<file path="config.mk">
export PLATFORM = sky130hd
export DESIGN_NAME = machine_csr_unit
export DESIGN_NICKNAME = d
export VERILOG_FILES = /design/src/logic/csr_pkg.sv /design/src/logic/csr_bus_if.sv /design/src/logic/csr_register_bank.sv /design/src/logic/csr_trap_control.sv /design/src/logic/interrupt_arbiter.sv /design/src/logic/machine_csr_unit.sv /design/src/logic/retire_counter.sv
export VERILOG_INCLUDE_DIRS = /design/src /design/src/logic
export SDC_FILE = /design/constraint.sdc
export NUM_CORES = 1
export LEC_CHECK = 0
export ABC_CLOCK_PERIOD_IN_PS = 3580
export BUFFER_PORTS_ARGS = -buffer_cell sky130_fd_sc_hd__buf_2
export CORE_ASPECT_RATIO = 0.9
export CORE_MARGIN = 1.5
export CORE_UTILIZATION = 50
export CTS_CLUSTER_SIZE = 12
export DETAILED_ROUTE_END_ITERATION = 8
export HOLD_SLACK_MARGIN = 0.05
export PLACE_DENSITY = 0.73
export SYNTH_ARGS = -nofsm -noshare
export SYNTH_HDL_FRONTEND = slang
export SYNTH_HIERARCHICAL = 1
export SYNTH_SLANG_ARGS = --single-unit
</file>
<file path="constraint.sdc">
create_clock -name cpu_clock_i -period 3.58 [get_ports cpu_clock_i]
set_input_delay 1.074 -clock cpu_clock_i [delete_from_list [all_inputs] [get_ports cpu_clock_i]]
set_output_delay 1.074 -clock cpu_clock_i [all_outputs]
set_load 0.01 [all_outputs]
</file>
<file path="src/logic/csr_params.svh">
`ifndef CSR_PARAMS_SVH
`define CSR_PARAMS_SVH

// ==========================================================================
// Widths and hart identity.
// ==========================================================================
`define CSR_HARTID          32'h0000_0000
`define CSR_ADDR_W          12
`define CSR_XLEN            32
`define CSR_EPC_W           30
`define CSR_CAUSE_W         4

// ==========================================================================
// Machine CSR addresses.
// ==========================================================================
`define CSR_ADDR_MSTATUS    12'h300
`define CSR_ADDR_MIE        12'h304
`define CSR_ADDR_MTVEC      12'h305
`define CSR_ADDR_MSCRATCH   12'h340
`define CSR_ADDR_MEPC       12'h341
`define CSR_ADDR_MCAUSE     12'h342
`define CSR_ADDR_MTVAL      12'h343
`define CSR_ADDR_MIP        12'h344
`define CSR_ADDR_MCYCLE     12'hB00
`define CSR_ADDR_MCYCLEH    12'hB80
`define CSR_ADDR_MINSTRET   12'hB02
`define CSR_ADDR_MINSTRETH  12'hB82
`define CSR_ADDR_MHARTID    12'hF14

`define CSR_MTVEC_RESET     32'h0000_0100

`endif

</file>
<file path="src/logic/csr_pkg.sv">
`include "csr_params.svh"

package csr_pkg;

    // ======================================================================
    // Access port encodings.
    // ======================================================================
    typedef enum logic [1:0] {
        CSR_OP_WRITE = 2'b00,
        CSR_OP_SET   = 2'b01,
        CSR_OP_CLEAR = 2'b10,
        CSR_OP_READ  = 2'b11
    } csr_op_e;

    // bit positions of the interrupt lines in ext_int_i, mip and mie.
    typedef enum logic [1:0] {
        IRQ_SOFT  = 2'd0,
        IRQ_TIMER = 2'd1,
        IRQ_EXT   = 2'd2
    } irq_idx_e;

    // ======================================================================
    // Trap cause and address decode.
    // ======================================================================
    typedef struct packed {
        logic                    irq;   // set when the trap came from an interrupt.
        logic [`CSR_CAUSE_W-1:0] code;
    } mcause_t;

    // which block answers a decoded CSR address.
    typedef enum logic [1:0] {
        SEL_BANK    = 2'd0,
        SEL_COUNTER = 2'd1,
        SEL_IRQ     = 2'd2,
        SEL_HARTID  = 2'd3
    } csr_sel_e;

endpackage

</file>
<file path="src/logic/csr_bus_if.sv">
`timescale 1ns/1ns
`include "csr_params.svh"

interface csr_bus_if;
    import csr_pkg::*;

    logic [`CSR_ADDR_W-1:0] rd_addr;       // also the write address.
    logic                   wr_strobe;
    logic [`CSR_XLEN-1:0]   wr_data;
    logic                   trap_strobe;
    logic [`CSR_EPC_W-1:0]  trap_epc;
    mcause_t                trap_cause;
    logic [`CSR_XLEN-1:0]   trap_tval;
    logic                   mret_strobe;
    logic [`CSR_XLEN-1:0]   bank_rdata;
    logic                   mstatus_mie;
    logic [2:0]             mie_vec;
    logic [`CSR_EPC_W-1:0]  mepc;
    logic [`CSR_XLEN-1:0]   mtvec;
    logic [`CSR_XLEN-1:0]   cnt_rdata;

    modport ctrl (output rd_addr, wr_strobe, wr_data, trap_strobe, trap_epc, trap_cause,
                  trap_tval, mret_strobe, input bank_rdata, cnt_rdata);
    modport bank (input rd_addr, wr_strobe, wr_data, trap_strobe, trap_epc, trap_cause,
                  trap_tval, mret_strobe, output bank_rdata, mstatus_mie, mie_vec, mepc,
                  mtvec);
    modport counter (input rd_addr, output cnt_rdata);

endinterface

</file>
<file path="src/logic/csr_register_bank.sv">
`timescale 1ns/1ns
`include "csr_params.svh"

module csr_register_bank (
    input   wire logic                      cpu_clock_i,
    input   wire logic                      reset_i,
    csr_bus_if.bank                         bus
);
    import csr_pkg::*;

    logic                   mstatus_mie_q;
    logic                   mstatus_mpie_q;
    logic [2:0]             mie_q;
    logic [`CSR_XLEN-1:0]   mtvec_q;
    logic [`CSR_EPC_W-1:0]  mepc_q;
    mcause_t                mcause_q;
    logic [`CSR_XLEN-1:0]   mtval_q;
    logic [`CSR_XLEN-1:0]   mscratch_q;
    logic [`CSR_XLEN-1:0]   mstatus_word;
    logic [`CSR_XLEN-1:0]   mie_word;
    logic [`CSR_XLEN-1:0]   mcause_word;
    logic [`CSR_XLEN-1:0]   rdata;

    // ======================================================================
    // Register updates.
    // ======================================================================
    always_ff @(posedge cpu_clock_i) begin
        if (reset_i) begin
            mstatus_mie_q <= 1'b0;
            mstatus_mpie_q <= 1'b0;
            mie_q <= '0;
            mtvec_q <= `CSR_MTVEC_RESET;
            mepc_q <= '0;
            mcause_q <= '0;
            mtval_q <= '0;
            mscratch_q <= '0;
        end else begin
            if (bus.wr_strobe) begin
                case (bus.rd_addr)
                    `CSR_ADDR_MSTATUS: begin
                        mstatus_mie_q <= bus.wr_data[3];
                        mstatus_mpie_q <= bus.wr_data[7];
                    end
                    `CSR_ADDR_MIE: mie_q <= {bus.wr_data[11], bus.wr_data[7], bus.wr_data[3]};
                    `CSR_ADDR_MTVEC: mtvec_q <= {bus.wr_data[`CSR_XLEN-1:2], 2'b00};  // direct mode only.
                    `CSR_ADDR_MSCRATCH: mscratch_q <= bus.wr_data;
                    `CSR_ADDR_MEPC: mepc_q <= bus.wr_data[`CSR_XLEN-1:2];
                    `CSR_ADDR_MCAUSE: begin
                        mcause_q.irq <= bus.wr_data[`CSR_XLEN-1];
                        mcause_q.code <= bus.wr_data[`CSR_CAUSE_W-1:0];
                    end
                    `CSR_ADDR_MTVAL: mtval_q <= bus.wr_data;
                    default: ;
                endcase
            end
            // these come later so that they override a write on the same edge.
            if (bus.trap_strobe) begin
                mepc_q <= bus.trap_epc;
                mcause_q <= bus.trap_cause;
                mtval_q <= bus.trap_tval;
                mstatus_mpie_q <= mstatus_mie_q;
                mstatus_mie_q <= 1'b0;
            end else if (bus.mret_strobe) begin
                mstatus_mie_q <= mstatus_mpie_q;
                mstatus_mpie_q <= 1'b1;
            end
        end
    end

    // ======================================================================
    // Read side.
    // ======================================================================
    assign mstatus_word = {19'd0, 2'b11, 3'd0, mstatus_mpie_q, 3'd0, mstatus_mie_q, 3'd0};  // mpp is fixed at machine.
    assign mie_word = {20'd0, mie_q[IRQ_EXT], 3'd0, mie_q[IRQ_TIMER], 3'd0, mie_q[IRQ_SOFT], 3'd0};
    assign mcause_word = {mcause_q.irq, {(`CSR_XLEN-1-`CSR_CAUSE_W){1'b0}}, mcause_q.code};

    always_comb begin
        case (bus.rd_addr)
            `CSR_ADDR_MSTATUS:  rdata = mstatus_word;
            `CSR_ADDR_MIE:      rdata = mie_word;
            `CSR_ADDR_MTVEC:    rdata = mtvec_q;
            `CSR_ADDR_MSCRATCH: rdata = mscratch_q;
            `CSR_ADDR_MEPC:     rdata = {mepc_q, 2'b00};
            `CSR_ADDR_MCAUSE:   rdata = mcause_word;
            `CSR_ADDR_MTVAL:    rdata = mtval_q;
            default:            rdata = '0;
        endcase
    end

    assign bus.bank_rdata = rdata;
    assign bus.mstatus_mie = mstatus_mie_q;
    assign bus.mie_vec = mie_q;
    assign bus.mepc = mepc_q;
    assign bus.mtvec = mtvec_q;

    a_trap_mret_exclusive: assert property (@(posedge cpu_clock_i) disable iff (reset_i)
        !(bus.trap_strobe && bus.mret_strobe));

endmodule

</file>
<file path="src/logic/csr_trap_control.sv">
`timescale 1ns/1ns
`include "csr_params.svh"

module csr_trap_control #(
    parameter logic [`CSR_XLEN-1:0] HARTID = `CSR_HARTID
) (
    input   wire logic                      cpu_clock_i,
    input   wire logic                      reset_i,
    input   wire logic                      csr_valid_i,
    input   wire logic                      csr_wr_en_i,
    input        csr_pkg::csr_op_e          csr_opcode_i,
    input   wire logic [`CSR_ADDR_W-1:0]    csr_address_i,
    input   wire logic [`CSR_XLEN-1:0]      csr_data_i,
    input   wire logic                      take_exception_i,
    input   wire logic [`CSR_EPC_W-1:0]     epc_i,
    input   wire logic [`CSR_XLEN-1:0]      mtval_i,
    input   wire logic [`CSR_CAUSE_W-1:0]   mcause_i,
    input   wire logic                      mret_i,
    input   wire logic                      irq_req_i,
    input        csr_pkg::mcause_t          irq_cause_i,
    input   wire logic [2:0]                mip_i,
    csr_bus_if.ctrl                         bus,
    output       logic                      csr_done_o,
    output       logic                      csr_excp_o,
    output       logic [`CSR_XLEN-1:0]      csr_data_o,
    output       logic                      take_interrupt_o
);
    import csr_pkg::*;

    csr_sel_e               sel;
    logic                   known;
    logic                   read_only;
    logic                   illegal;
    logic [`CSR_XLEN-1:0]   mip_word;
    logic [`CSR_XLEN-1:0]   old_data;
    logic [`CSR_XLEN-1:0]   new_data;
    mcause_t                exc_cause;

    // ======================================================================
    // Address decode and legality.
    // ======================================================================
    always_comb begin
        known = 1'b1;
        read_only = 1'b0;
        sel = SEL_BANK;
        case (csr_address_i)
            `CSR_ADDR_MSTATUS, `CSR_ADDR_MIE, `CSR_ADDR_MTVEC, `CSR_ADDR_MSCRATCH,
            `CSR_ADDR_MEPC, `CSR_ADDR_MCAUSE, `CSR_ADDR_MTVAL: sel = SEL_BANK;
            `CSR_ADDR_MCYCLE, `CSR_ADDR_MCYCLEH, `CSR_ADDR_MINSTRET,
            `CSR_ADDR_MINSTRETH: begin
                sel = SEL_COUNTER;
                read_only = 1'b1;  // the counters are read only in this core.
            end
            `CSR_ADDR_MIP: begin
                sel = SEL_IRQ;
                read_only = 1'b1;
            end
            `CSR_ADDR_MHARTID: begin
                sel = SEL_HARTID;
                read_only = 1'b1;
            end
            default: known = 1'b0;
        endcase
    end

    assign illegal = !known || (csr_wr_en_i && read_only);
    assign mip_word = {20'd0, mip_i[IRQ_EXT], 3'd0, mip_i[IRQ_TIMER], 3'd0, mip_i[IRQ_SOFT], 3'd0};

    always_comb begin
        case (sel)
            SEL_BANK:    old_data = bus.bank_rdata;
            SEL_COUNTER: old_data = bus.cnt_rdata;
            SEL_IRQ:     old_data = mip_word;
            default:     old_data = HARTID;
        endcase
        case (csr_opcode_i)
            CSR_OP_WRITE: new_data = csr_data_i;
            CSR_OP_SET:   new_data = old_data | csr_data_i;
            CSR_OP_CLEAR: new_data = old_data & ~csr_data_i;
            default:      new_data = old_data;  // a read rewrites the old value.
        endcase
    end

    assign bus.rd_addr = csr_address_i;
    assign bus.wr_data = new_data;
    assign bus.wr_strobe = csr_valid_i && csr_wr_en_i && !illegal;

    always_ff @(posedge cpu_clock_i) begin
        if (reset_i) begin
            csr_done_o <= 1'b0;
            csr_excp_o <= 1'b0;
            csr_data_o <= '0;
        end else begin
            csr_done_o <= csr_valid_i;
            csr_excp_o <= csr_valid_i && illegal;
            csr_data_o <= (csr_valid_i && !illegal) ? old_data : '0;
        end
    end

    // ======================================================================
    // Trap arbitration.
    // ======================================================================
    assign exc_cause = '{irq: 1'b0, code: mcause_i};
    assign take_interrupt_o = irq_req_i && !take_exception_i;  // exceptions win.
    assign bus.trap_strobe = take_exception_i || take_interrupt_o;
    assign bus.trap_epc = epc_i;
    assign bus.trap_cause = take_exception_i ? exc_cause : irq_cause_i;
    assign bus.trap_tval = take_exception_i ? mtval_i : '0;
    assign bus.mret_strobe = mret_i && !bus.trap_strobe;

    // the bank clears MIE on the trap edge, which ends the request.
    a_interrupt_single_pulse: assert property (@(posedge cpu_clock_i) disable iff (reset_i)
        take_interrupt_o |=> !take_interrupt_o);

endmodule

</file>
<file path="src/logic/interrupt_arbiter.sv">
`timescale 1ns/1ns
`include "csr_params.svh"

module interrupt_arbiter (
    input   wire logic                      cpu_clock_i,
    input   wire logic                      reset_i,
    input   wire logic [2:0]                ext_int_i,
    input   wire logic [2:0]                mie_vec_i,
    input   wire logic                      mstatus_mie_i,
    output       logic [2:0]                mip_o,
    output       logic                      irq_req_o,
    output       csr_pkg::mcause_t          irq_cause_o
);
    import csr_pkg::*;

    logic [2:0]     pending;
    irq_idx_e       src;

    // the lines are sampled once so that mip follows them one cycle late.
    always_ff @(posedge cpu_clock_i) begin
        if (reset_i) begin
            mip_o <= '0;
        end else begin
            mip_o <= ext_int_i;
        end
    end

    assign pending = mip_o & mie_vec_i;
    assign irq_req_o = mstatus_mie_i && (pending != '0);

    // Fixed priority. External first, then software, then timer.
    always_comb begin
        if (pending[IRQ_EXT]) begin
            src = IRQ_EXT;
        end else if (pending[IRQ_SOFT]) begin
            src = IRQ_SOFT;
        end else begin
            src = IRQ_TIMER;
        end
    end

    // cause codes 3, 7 and 11 are the bit position with 2'b11 appended.
    assign irq_cause_o.irq = 1'b1;
    assign irq_cause_o.code = {src, 2'b11};

endmodule

</file>
<file path="src/logic/machine_csr_unit.sv">
`timescale 1ns/1ns
`include "csr_params.svh"

module machine_csr_unit #(
    parameter logic [`CSR_XLEN-1:0] HARTID = `CSR_HARTID
) (
    input   wire logic                      cpu_clock_i,
    input   wire logic                      reset_i,
    input   wire logic                      csr_valid_i,
    input   wire logic                      csr_wr_en_i,
    input        csr_pkg::csr_op_e          csr_opcode_i,
    input   wire logic [`CSR_ADDR_W-1:0]    csr_address_i,
    input   wire logic [`CSR_XLEN-1:0]      csr_data_i,
    input   wire logic                      take_exception_i,
    input   wire logic [`CSR_EPC_W-1:0]     epc_i,
    input   wire logic [`CSR_XLEN-1:0]      mtval_i,
    input   wire logic [`CSR_CAUSE_W-1:0]   mcause_i,
    input   wire logic                      mret_i,
    input   wire logic                      commit0_i,
    input   wire logic                      commit1_i,
    input   wire logic [2:0]                ext_int_i,
    output       logic                      csr_done_o,
    output       logic                      csr_excp_o,
    output       logic [`CSR_XLEN-1:0]      csr_data_o,
    output       logic                      take_interrupt_o,
    output       logic [2:0]                mip_o,
    output       logic                      mie_o,
    output       logic [`CSR_EPC_W-1:0]     mepc_o,
    output       logic [`CSR_XLEN-1:0]      mtvec_o
);
    import csr_pkg::*;

    logic       irq_req;
    mcause_t    irq_cause;

    csr_bus_if bus ();

    csr_trap_control #(.HARTID(HARTID)) ctrl (
        .cpu_clock_i, .reset_i,
        .csr_valid_i, .csr_wr_en_i, .csr_opcode_i, .csr_address_i, .csr_data_i,
        .take_exception_i, .epc_i, .mtval_i, .mcause_i, .mret_i,
        .irq_req_i(irq_req), .irq_cause_i(irq_cause), .mip_i(mip_o),
        .bus(bus.ctrl),
        .csr_done_o, .csr_excp_o, .csr_data_o, .take_interrupt_o
    );

    csr_register_bank bank (.cpu_clock_i, .reset_i, .bus(bus.bank));

    interrupt_arbiter arbiter (
        .cpu_clock_i, .reset_i, .ext_int_i,
        .mie_vec_i(bus.mie_vec), .mstatus_mie_i(bus.mstatus_mie),
        .mip_o, .irq_req_o(irq_req), .irq_cause_o(irq_cause)
    );

    retire_counter counters (.cpu_clock_i, .reset_i, .commit0_i, .commit1_i, .bus(bus.counter));

    assign mie_o = bus.mstatus_mie;  // global machine interrupt enable.
    assign mepc_o = bus.mepc;
    assign mtvec_o = bus.mtvec;

endmodule

</file>
<file path="src/logic/retire_counter.sv">
`timescale 1ns/1ns
`include "csr_params.svh"

module retire_counter (
    input   wire logic                      cpu_clock_i,
    input   wire logic                      reset_i,
    input   wire logic                      commit0_i,
    input   wire logic                      commit1_i,
    csr_bus_if.counter                      bus
);

    logic [63:0]            mcycle_q;
    logic [63:0]            minstret_q;
    logic [1:0]             commit_sum;
    logic [`CSR_XLEN-1:0]   rdata;

    assign commit_sum = {1'b0, commit0_i} + {1'b0, commit1_i};  // both slots may retire together.

    always_ff @(posedge cpu_clock_i) begin
        if (reset_i) begin
            mcycle_q <= '0;
            minstret_q <= '0;
        end else begin
            mcycle_q <= mcycle_q + 64'd1;
            minstret_q <= minstret_q + {62'd0, commit_sum};
        end
    end

    // ======================================================================
    // Read side.
    // ======================================================================
    always_comb begin
        case (bus.rd_addr)
            `CSR_ADDR_MCYCLE:    rdata = mcycle_q[31:0];
            `CSR_ADDR_MCYCLEH:   rdata = mcycle_q[63:32];
            `CSR_ADDR_MINSTRET:  rdata = minstret_q[31:0];
            `CSR_ADDR_MINSTRETH: rdata = minstret_q[63:32];
            default:             rdata = '0;
        endcase
    end

    assign bus.cnt_rdata = rdata;

endmodule

</file>
==> results of run 1 <==
-- cell type report --
| cell class | instances | area [um2] | share of cell area (%) |
|---|---|---|---|
| Clock buffer | 52 | 1040 | 5.30 |
| Clock inverter | 6 | 33.8 | 0.172 |
| Inverter | 50 | 188 | 0.957 |
| Multi-Input combinational cell | 1544 | 9790 | 49.9 |
| Sequential cell | 299 | 5990 | 30.5 |
| Tap cell | 455 | 569 | 2.90 |
| Timing Repair Buffer | 316 | 2000 | 10.2 |
-- critical path, delay by kind of cell --
| family | cells | cell delay, ps |
|---|---|---|
| AO/OA/AOI/OAI | 4 | 810 |
| buffers and inverters | 4 | 840 |
| AND/OR/NAND/NOR | 3 | 740 |
-- flip-flops by register name (all words and copies together), names as in the netlist --
name	flops
arbiter/mip_o	3
ctrl/csr_excp_o	1
bank/bus.mie_vec	3
bank/mtval_q	32
bank/mcause_q	5
bank/bus.mstatus_mie	1
bank/bus.mepc	30
bank/mscratch_q	32
bank/bus.mtvec	30
ctrl/csr_data_o	32
bank/mstatus_mpie_q	1
ctrl/csr_done_o	1
counters/minstret_q	64
counters/mcycle_q	64
-- power groups by stage --
stage	sequential (mW)	clock, mW	combinational [mW]
global placement	3.51	0	0.650
CTS	3.44	3.45	0.665
finish	3.44	3.42	0.674
detailed placement	3.52	0	0.661
global route	3.45	3.59	0.726
floorplan	3.51	0	0.433
-- routing by layer --
metal	global-route usage (%)	share of wire, %
met1	44.1	43
met3	4.69	8.9
met5	0	0
met4	11.9	3.6
met2	48.9	44
-- cells in the final DEF (no fill, tap or decap), types with 39 or more instances in the layout --
cell type	Yosys	routed
dfxtp_1	299	299
and4_1	42	42
xor2_1	39	39
buf_4	49	81
inv_1	49	49
nor2_1	213	213
buf_2	38	220
nor2b_1	50	50
and2_1	40	40
mux2i_1	59	59
or3_1	45	45
a21oi_1	113	113
nand3_1	64	64
nand2_1	178	178
nor4_1	85	85
o21ai_0	60	60
nor3_1	107	107
a31oi_1	39	39
nand4_1	77	77
-- worst paths after layout --
check                               end  slack, ps  cells after the start
setup / recovery      bank/bus.mepc[20]        490                     11
hold / removal      bank/mscratch_q[23]        450                      2
setup reg to reg  counters/mcycle_q[58]        540                      6
hold reg to reg     bank/mscratch_q[23]        450                      2
-- per-stage QoR --
stage	cell area (um2)	utilization (%)	cells	worst slack, ps	hold slack (ps)
2_1_floorplan	17000	-	2102	11.1	429
3_3_place_gp	18500	55.9	2664	64.1	436
3_5_place_dp	18500	55.9	2664	28.7	443
4_1_cts	19600	59.1	2722	549	451
5_1_grt	19600	59.1	2722	330	463
6_report	19600	59.1	2722	490	450
-- cell families after synthesis --
kind of cell	Yosys count	share of synthesized area, %
AOI/OAI and AO/OA	362	13.3
xor gates and xnor gates	67	3.45
adders and majority gates	3	0.265
buffers and inverters	259	7.26
DFF	299	35.2
muxes	104	8.78
other	2	0.0442
and+or+nand+nor	1003	31.6
==> impl_metrics.json, run 1 <==
{
  "vias_per_cell": 6.24,
  "clockBufferDepth": 3,
  "rsz0062_at_grt": "no",
  "ant_nets": 0,
  "post_cts_buffers": 0,
  "crit_top_cell": "buf_4",
  "synth_top_area_share_pct": 35.2,
  "drive_above_1_share_pct": 19.5,
  "first_pass_iters": 5,
  "tns_ps": 0,
  "hold_path_class": "flop to flop",
  "synth_cell_types": 74,
  "place.gp.congestion": 0.947,
  "period_share_pct": 86.3,
  "cp-end-kind": "flop",
  "max_stage_delay_ps": 380,
  "cts_max_level": 2,
  "p_leak_nw": 7.54,
  "finalSetupViolations": 0,
  "cp-startpoint": "csr_address_i[0]",
  "grt_pass1_vias": 15600,
  "path_max_fanout": 34,
  "slew_headroom_pct": 30.0,
  "worst_slew_pin_slew_ps": 1050,
  "worstHoldStart": "bank/mscratch_q[23]",
  "layout.nets": 2371,
  "critPathKind": "primary input to flop",
  "rows": 63,
  "p_sw_share_pct": 24.9,
  "p_sw_mw": 1.88,
  "syn2layout_area_growth_pct": 15.4,
  "cts-root-buf": "clkbuf_16",
  "synth_largest_area_cell": "dfxtp_1",
  "clk_latency_ps": 520,
  "netlist_area_mm2": 0.0170,
  "slew_violations": 0,
  "yosys-top-cells-count": "dfxtp_1 (299), nor2_1 (213), nand2_1 (178), a21oi_1 (113), clkbuf_1 (109)",
  "yosysMostFrequentCell": "dfxtp_1",
  "hold_viol": 0,
  "peakVddDrop_uv": 351,
  "synth_cells": 2099,
  "power_frac_seq_pct": 45.7,
  "die-area_mm2": 0.0351,
  "grt.total_usage_pct": 31.5,
  "r2r_start": "counters/mcycle_q[0]",
  "clk_pin_slew_ps": 60,
  "routed_wl_um": 56700,
  "grt_pass1_wl_um": 87100,
  "n_antenna_cell": 0,
  "antenna_found_initial": 0,
  "min_period_ps": 3090,
  "wl_per_cell_um": 20.8,
  "maxCapViolations": 0,
  "clkPwrFrac_pct": 45.4,
  "slowest_stage": "o22ai_1",
  "place_hpwl_um": 41200,
  "vias": 17000,
  "cts_resized": 0,
  "fillers": 2980,
  "cts_tree": "done",
  "crit_arrival_ps": 3500,
  "crit_required_ps": 3990,
  "status": "completed",
  "die_x_um": 197,
  "synth.area.top_cells": "dfxtp_1 (35%), nor2_1 (4.7%), mux4_2 (4.6%)",
  "fmax_mhz": 324,
  "start_util_pct": 51.2,
  "coreArea_mm2": 0.0332,
  "drt-initial-drc-count": 1876,
  "syn_area_per_cell_um2": 8.09,
  "fin_worst_skew_ps": 12.2,
  "path_cells": "buf_2, buf_12, and2_1, buf_4, buf_4, a21oi_1, o21ai_0, a31oi_1, o22ai_1, nor3_1, nor4_1",
  "cts_hold_buf": 0,
  "drc": 0,
  "overflow": 0,
  "p_comb_share_pct": 8.9,
  "synth_seq_cells": 299,
  "cts_made_buffers": 34,
  "yosysSeqAreaShare_pct": 35.2,
  "synthFlopType": "dfxtp_1",
  "numClockSinks": 299,
  "portBuffers": 221,
  "die_h_um": 178,
  "top_level_ports": 224,
  "yosysWarnings": 6,
  "p_int_mw": 5.66,
  "synth_edf_count": 0,
  "powerDensity_mw_per_mm2": 384,
  "power.total_mw": 7.54,
  "cp-start-kind": "primary input",
  "grt_max_degree": 158,
  "async_reset_ff_share_pct": 0
}
Note: power is estimated with default switching activity, not from simulation.
==> run 2, diff against run 1 <==
- ABC_AREA: unset -> 1
==> run 2 against run 1 <==
- final cell count rose by 35%
- critical path depth grew 7
- global-route usage grew 5.7 points
- synthesized area is 8.9% higher
- wire length grew 28%
- sequential power down 1%
- die area is 8.7% higher
- non-clock buffer count is 52 lower
- combinational power decreased by 18%
- synthesized cell count up 47%
- final area is 6.4% higher
- fmax fell by 0.15%
- critical path type unchanged
- largest power group is now the clock network
==> impl_metrics.json, run 2 <==
{
  "muxShareOfSynthArea_pct": 0,
  "wl_per_cell_um": 19.7,
  "slowest_stage": "nor2_1",
  "synth_edf_count": 0,
  "cts_tree": "done",
  "synth_top_family_by_area": "simple AND/OR/NAND/NOR gates",
  "synth_seq_cells": 299,
  "layout.nets": 3310,
  "fin_worst_skew_ps": 17.4,
  "power.total_mw": 7.96,
  "cts_made_buffers": 37,
  "finalSetupViolations": 0,
  "status": "completed",
  "crit_buf_inv": 3,
  "synth_cells": 3081,
  "die_h_um": 185,
  "largestRegisters": "counters/mcycle_q: 64 flops, counters/minstret_q: 64 flops",
  "antenna_found_initial": 3,
  "power_frac_seq_pct": 42.7,
  "place.gp.congestion": 1.06,
  "synth_simple_gate_area_share_pct": 47.6,
  "yosys-top-cells-count": "nand2_1 (976), nor2_1 (514), dfxtp_1 (299), nand3_1 (272), inv_1 (224)",
  "yosysMostFrequentCell": "nand2_1",
  "cp-start-kind": "primary input",
  "clk_latency_ps": 550,
  "peakVddDrop_uv": 320,
  "vias": 21200,
  "fin_hold_ws_ps": 480,
  "syn2layout_area_growth_pct": 12.8,
  "cts_resized": 0,
  "yosysWarnings": 6,
  "crit_arrival_ps": 3560,
  "drive_above_1_share_pct": 13.5,
  "synthFlopType": "dfxtp_1",
  "synthXorXnorAreaFrac_pct": 0.852,
  "grt.total_usage_pct": 37.2,
  "portBuffers": 221,
  "place_inst": 3621,
  "final_cell_mix": "nand2_1 (974), nor2_1 (512), dfxtp_1 (299)",
  "p_comb_share_pct": 6.9,
  "die_x_um": 206,
  "post_cts_buffers": 0,
  "drc": 0,
  "path_max_fanout": 32,
  "fmax_mhz": 323,
  "worst_slew_pin_slew_ps": 894,
  "synth_largest_area_cell": "dfxtp_1",
  "powerDensity_mw_per_mm2": 382,
  "start_util_pct": 50.9,
  "p_sw_mw": 2.01,
  "grt_pass1_vias": 19200,
  "synth_adder_area_share_pct": 0.244,
  "netlist_area_mm2": 0.0185,
  "cp-end-kind": "flop",
  "cts_hold_buf": 0,
  "critPathKind": "primary input to flop",
  "ant_nets": 0,
  "clk_pin_slew_ps": 60,
  "vias_per_cell": 5.75,
  "multi_input_area_mm2": 0.0105,
  "clkPwrFrac_pct": 50.4,
  "regArea_mm2": 0.00599,
  "drt-initial-drc-count": 2329,
  "place_hpwl_um": 54700,
  "async_reset_ff_share_pct": 0,
  "routed_wl_um": 72500,
  "period_share_pct": 86.4,
  "synth.area.top_cells": "dfxtp_1 (32%), nand2_1 (20%), nor2_1 (10%)",
  "path_cells": "buf_2, nand2_1, nor2_1, nand2_1, nor2_2, buf_12, nand2_1, nand2_1, inv_1, nand2_1, nand4_1, nand2_1, nand3_1, nand2_1, nand2_1, nand2_1, nand3_1, a21oi_1",
  "synth_cell_types": 41,
  "syn_area_per_cell_um2": 6.00,
  "clockBufferDepth": 3,
  "synth_compound_area_share_pct": 7.67,
  "max_stage_delay_ps": 320,
  "cts-root-buf": "clkbuf_16",
  "min_period_ps": 3090,
  "grt_max_degree": 92,
  "maxCapViolations": 0,
  "n_antenna_cell": 0,
  "layout_commonest_cell": "nand2_1",
  "rows": 66,
  "crit_required_ps": 4050,
  "top_level_ports": 224,
  "instances_no_fill": 3688,
  "slew_headroom_pct": 40.4,
  "slew_violations": 0,
  "grt_pass1_wl_um": 110000,
  "coreArea_mm2": 0.0363,
  "critPathTopFamily": "simple AND/OR/NAND/NOR gates",
  "overflow": 0,
  "hold_viol": 0,
  "crit_top_cell": "nand2_1",
  "p_sw_share_pct": 25.2,
  "fillers": 3743,
  "die-area_mm2": 0.0382,
  "numClockSinks": 299,
  "first_pass_iters": 7,
  "hold_path_class": "flop to flop",
  "rsz0062_at_grt": "no",
  "synth_top_area_share_pct": 32.4,
  "yosysSeqAreaShare_pct": 32.4,
  "p_leak_nw": 9.26,
  "cts_max_level": 2,
  "regToRegSetupSlack_ps": 1130,
  "p_int_mw": 5.96
}
run 2: cell types whose count changed in the layout (fill, tap and decap cells not counted), sizes merged, moves of 88 or more:
cell and delta:
nand3 +212, nand4 +100, nor2 +348, nand2 +819, inv +198, nor4 -88, nor3 -99
run 2: area by class of cell:
type,count,share of cell area [%]
Timing Repair Buffer,264,7.52
Multi-Input combinational cell,2333,50.2
Clock inverter,12,0.786
Inverter,249,4.50
Sequential cell,299,28.7
Clock buffer,55,5.43
Tap cell,476,2.86
run 2: power groups by stage:
stage | clock [mW] | combinational, mW | sequential, mW
6_report | 4.01 | 0.551 | 3.40
5_1_grt | 4.16 | 0.605 | 3.40
4_1_cts | 4.03 | 0.541 | 3.40
3_5_place_dp | 0 | 0.539 | 3.47
3_3_place_gp | 0 | 0.530 | 3.47
2_1_floorplan | 0 | 0.362 | 3.46
run 2: path summary, 6_finish.rpt:
check | start | endpoint | cells after the start
min reg2reg | bank/bus.mie_vec[0] | bank/bus.mie_vec[0] | 2
min | bank/bus.mie_vec[0] | bank/bus.mie_vec[0] | 2
max | csr_address_i[6] | bank/bus.mepc[29] | 18
max reg2reg | counters/minstret_q[0] | counters/minstret_q[58] | 13
run 2: cells by family after synthesis:
group,count (synthesis)
AO/OA/AOI/OAI,272
AND/OR/NAND/NOR,2035
other,2
XOR/XNOR,18
adder cells (fa/ha/maj),3
flip-flops,299
buffers and inverters,452
run 2: tightest hold or removal path: cells and delay by family (launching register included):
kind / cells / cell delay [ps]
DFF: 1 / 330
buffers and inverters: 1 / 60
AOI/OAI and AO/OA: 1 / 50
run 2: metal layers:
metal  global-route usage (%)  share of wire (%)  wire length [um]
met5                        0              0.022                16
met4                     15.7                4.1              2980
met3                     6.78                9.8              7070
met2                     57.0                 44             31600
met1                     51.1                 42             30800
run 2: per-stage QoR:
step	setup TNS, ps	util, %	setup slack (ps)	instance area, um2
after floorplan	0	-	647	18500
after global placement	-22.6	53.8	-22.6	19600
after detailed placement	-127	53.8	-42.2	19600
after CTS	0	57.4	482	20900
after global routing	0	57.4	272	20900
final	0	57.4	486	20900
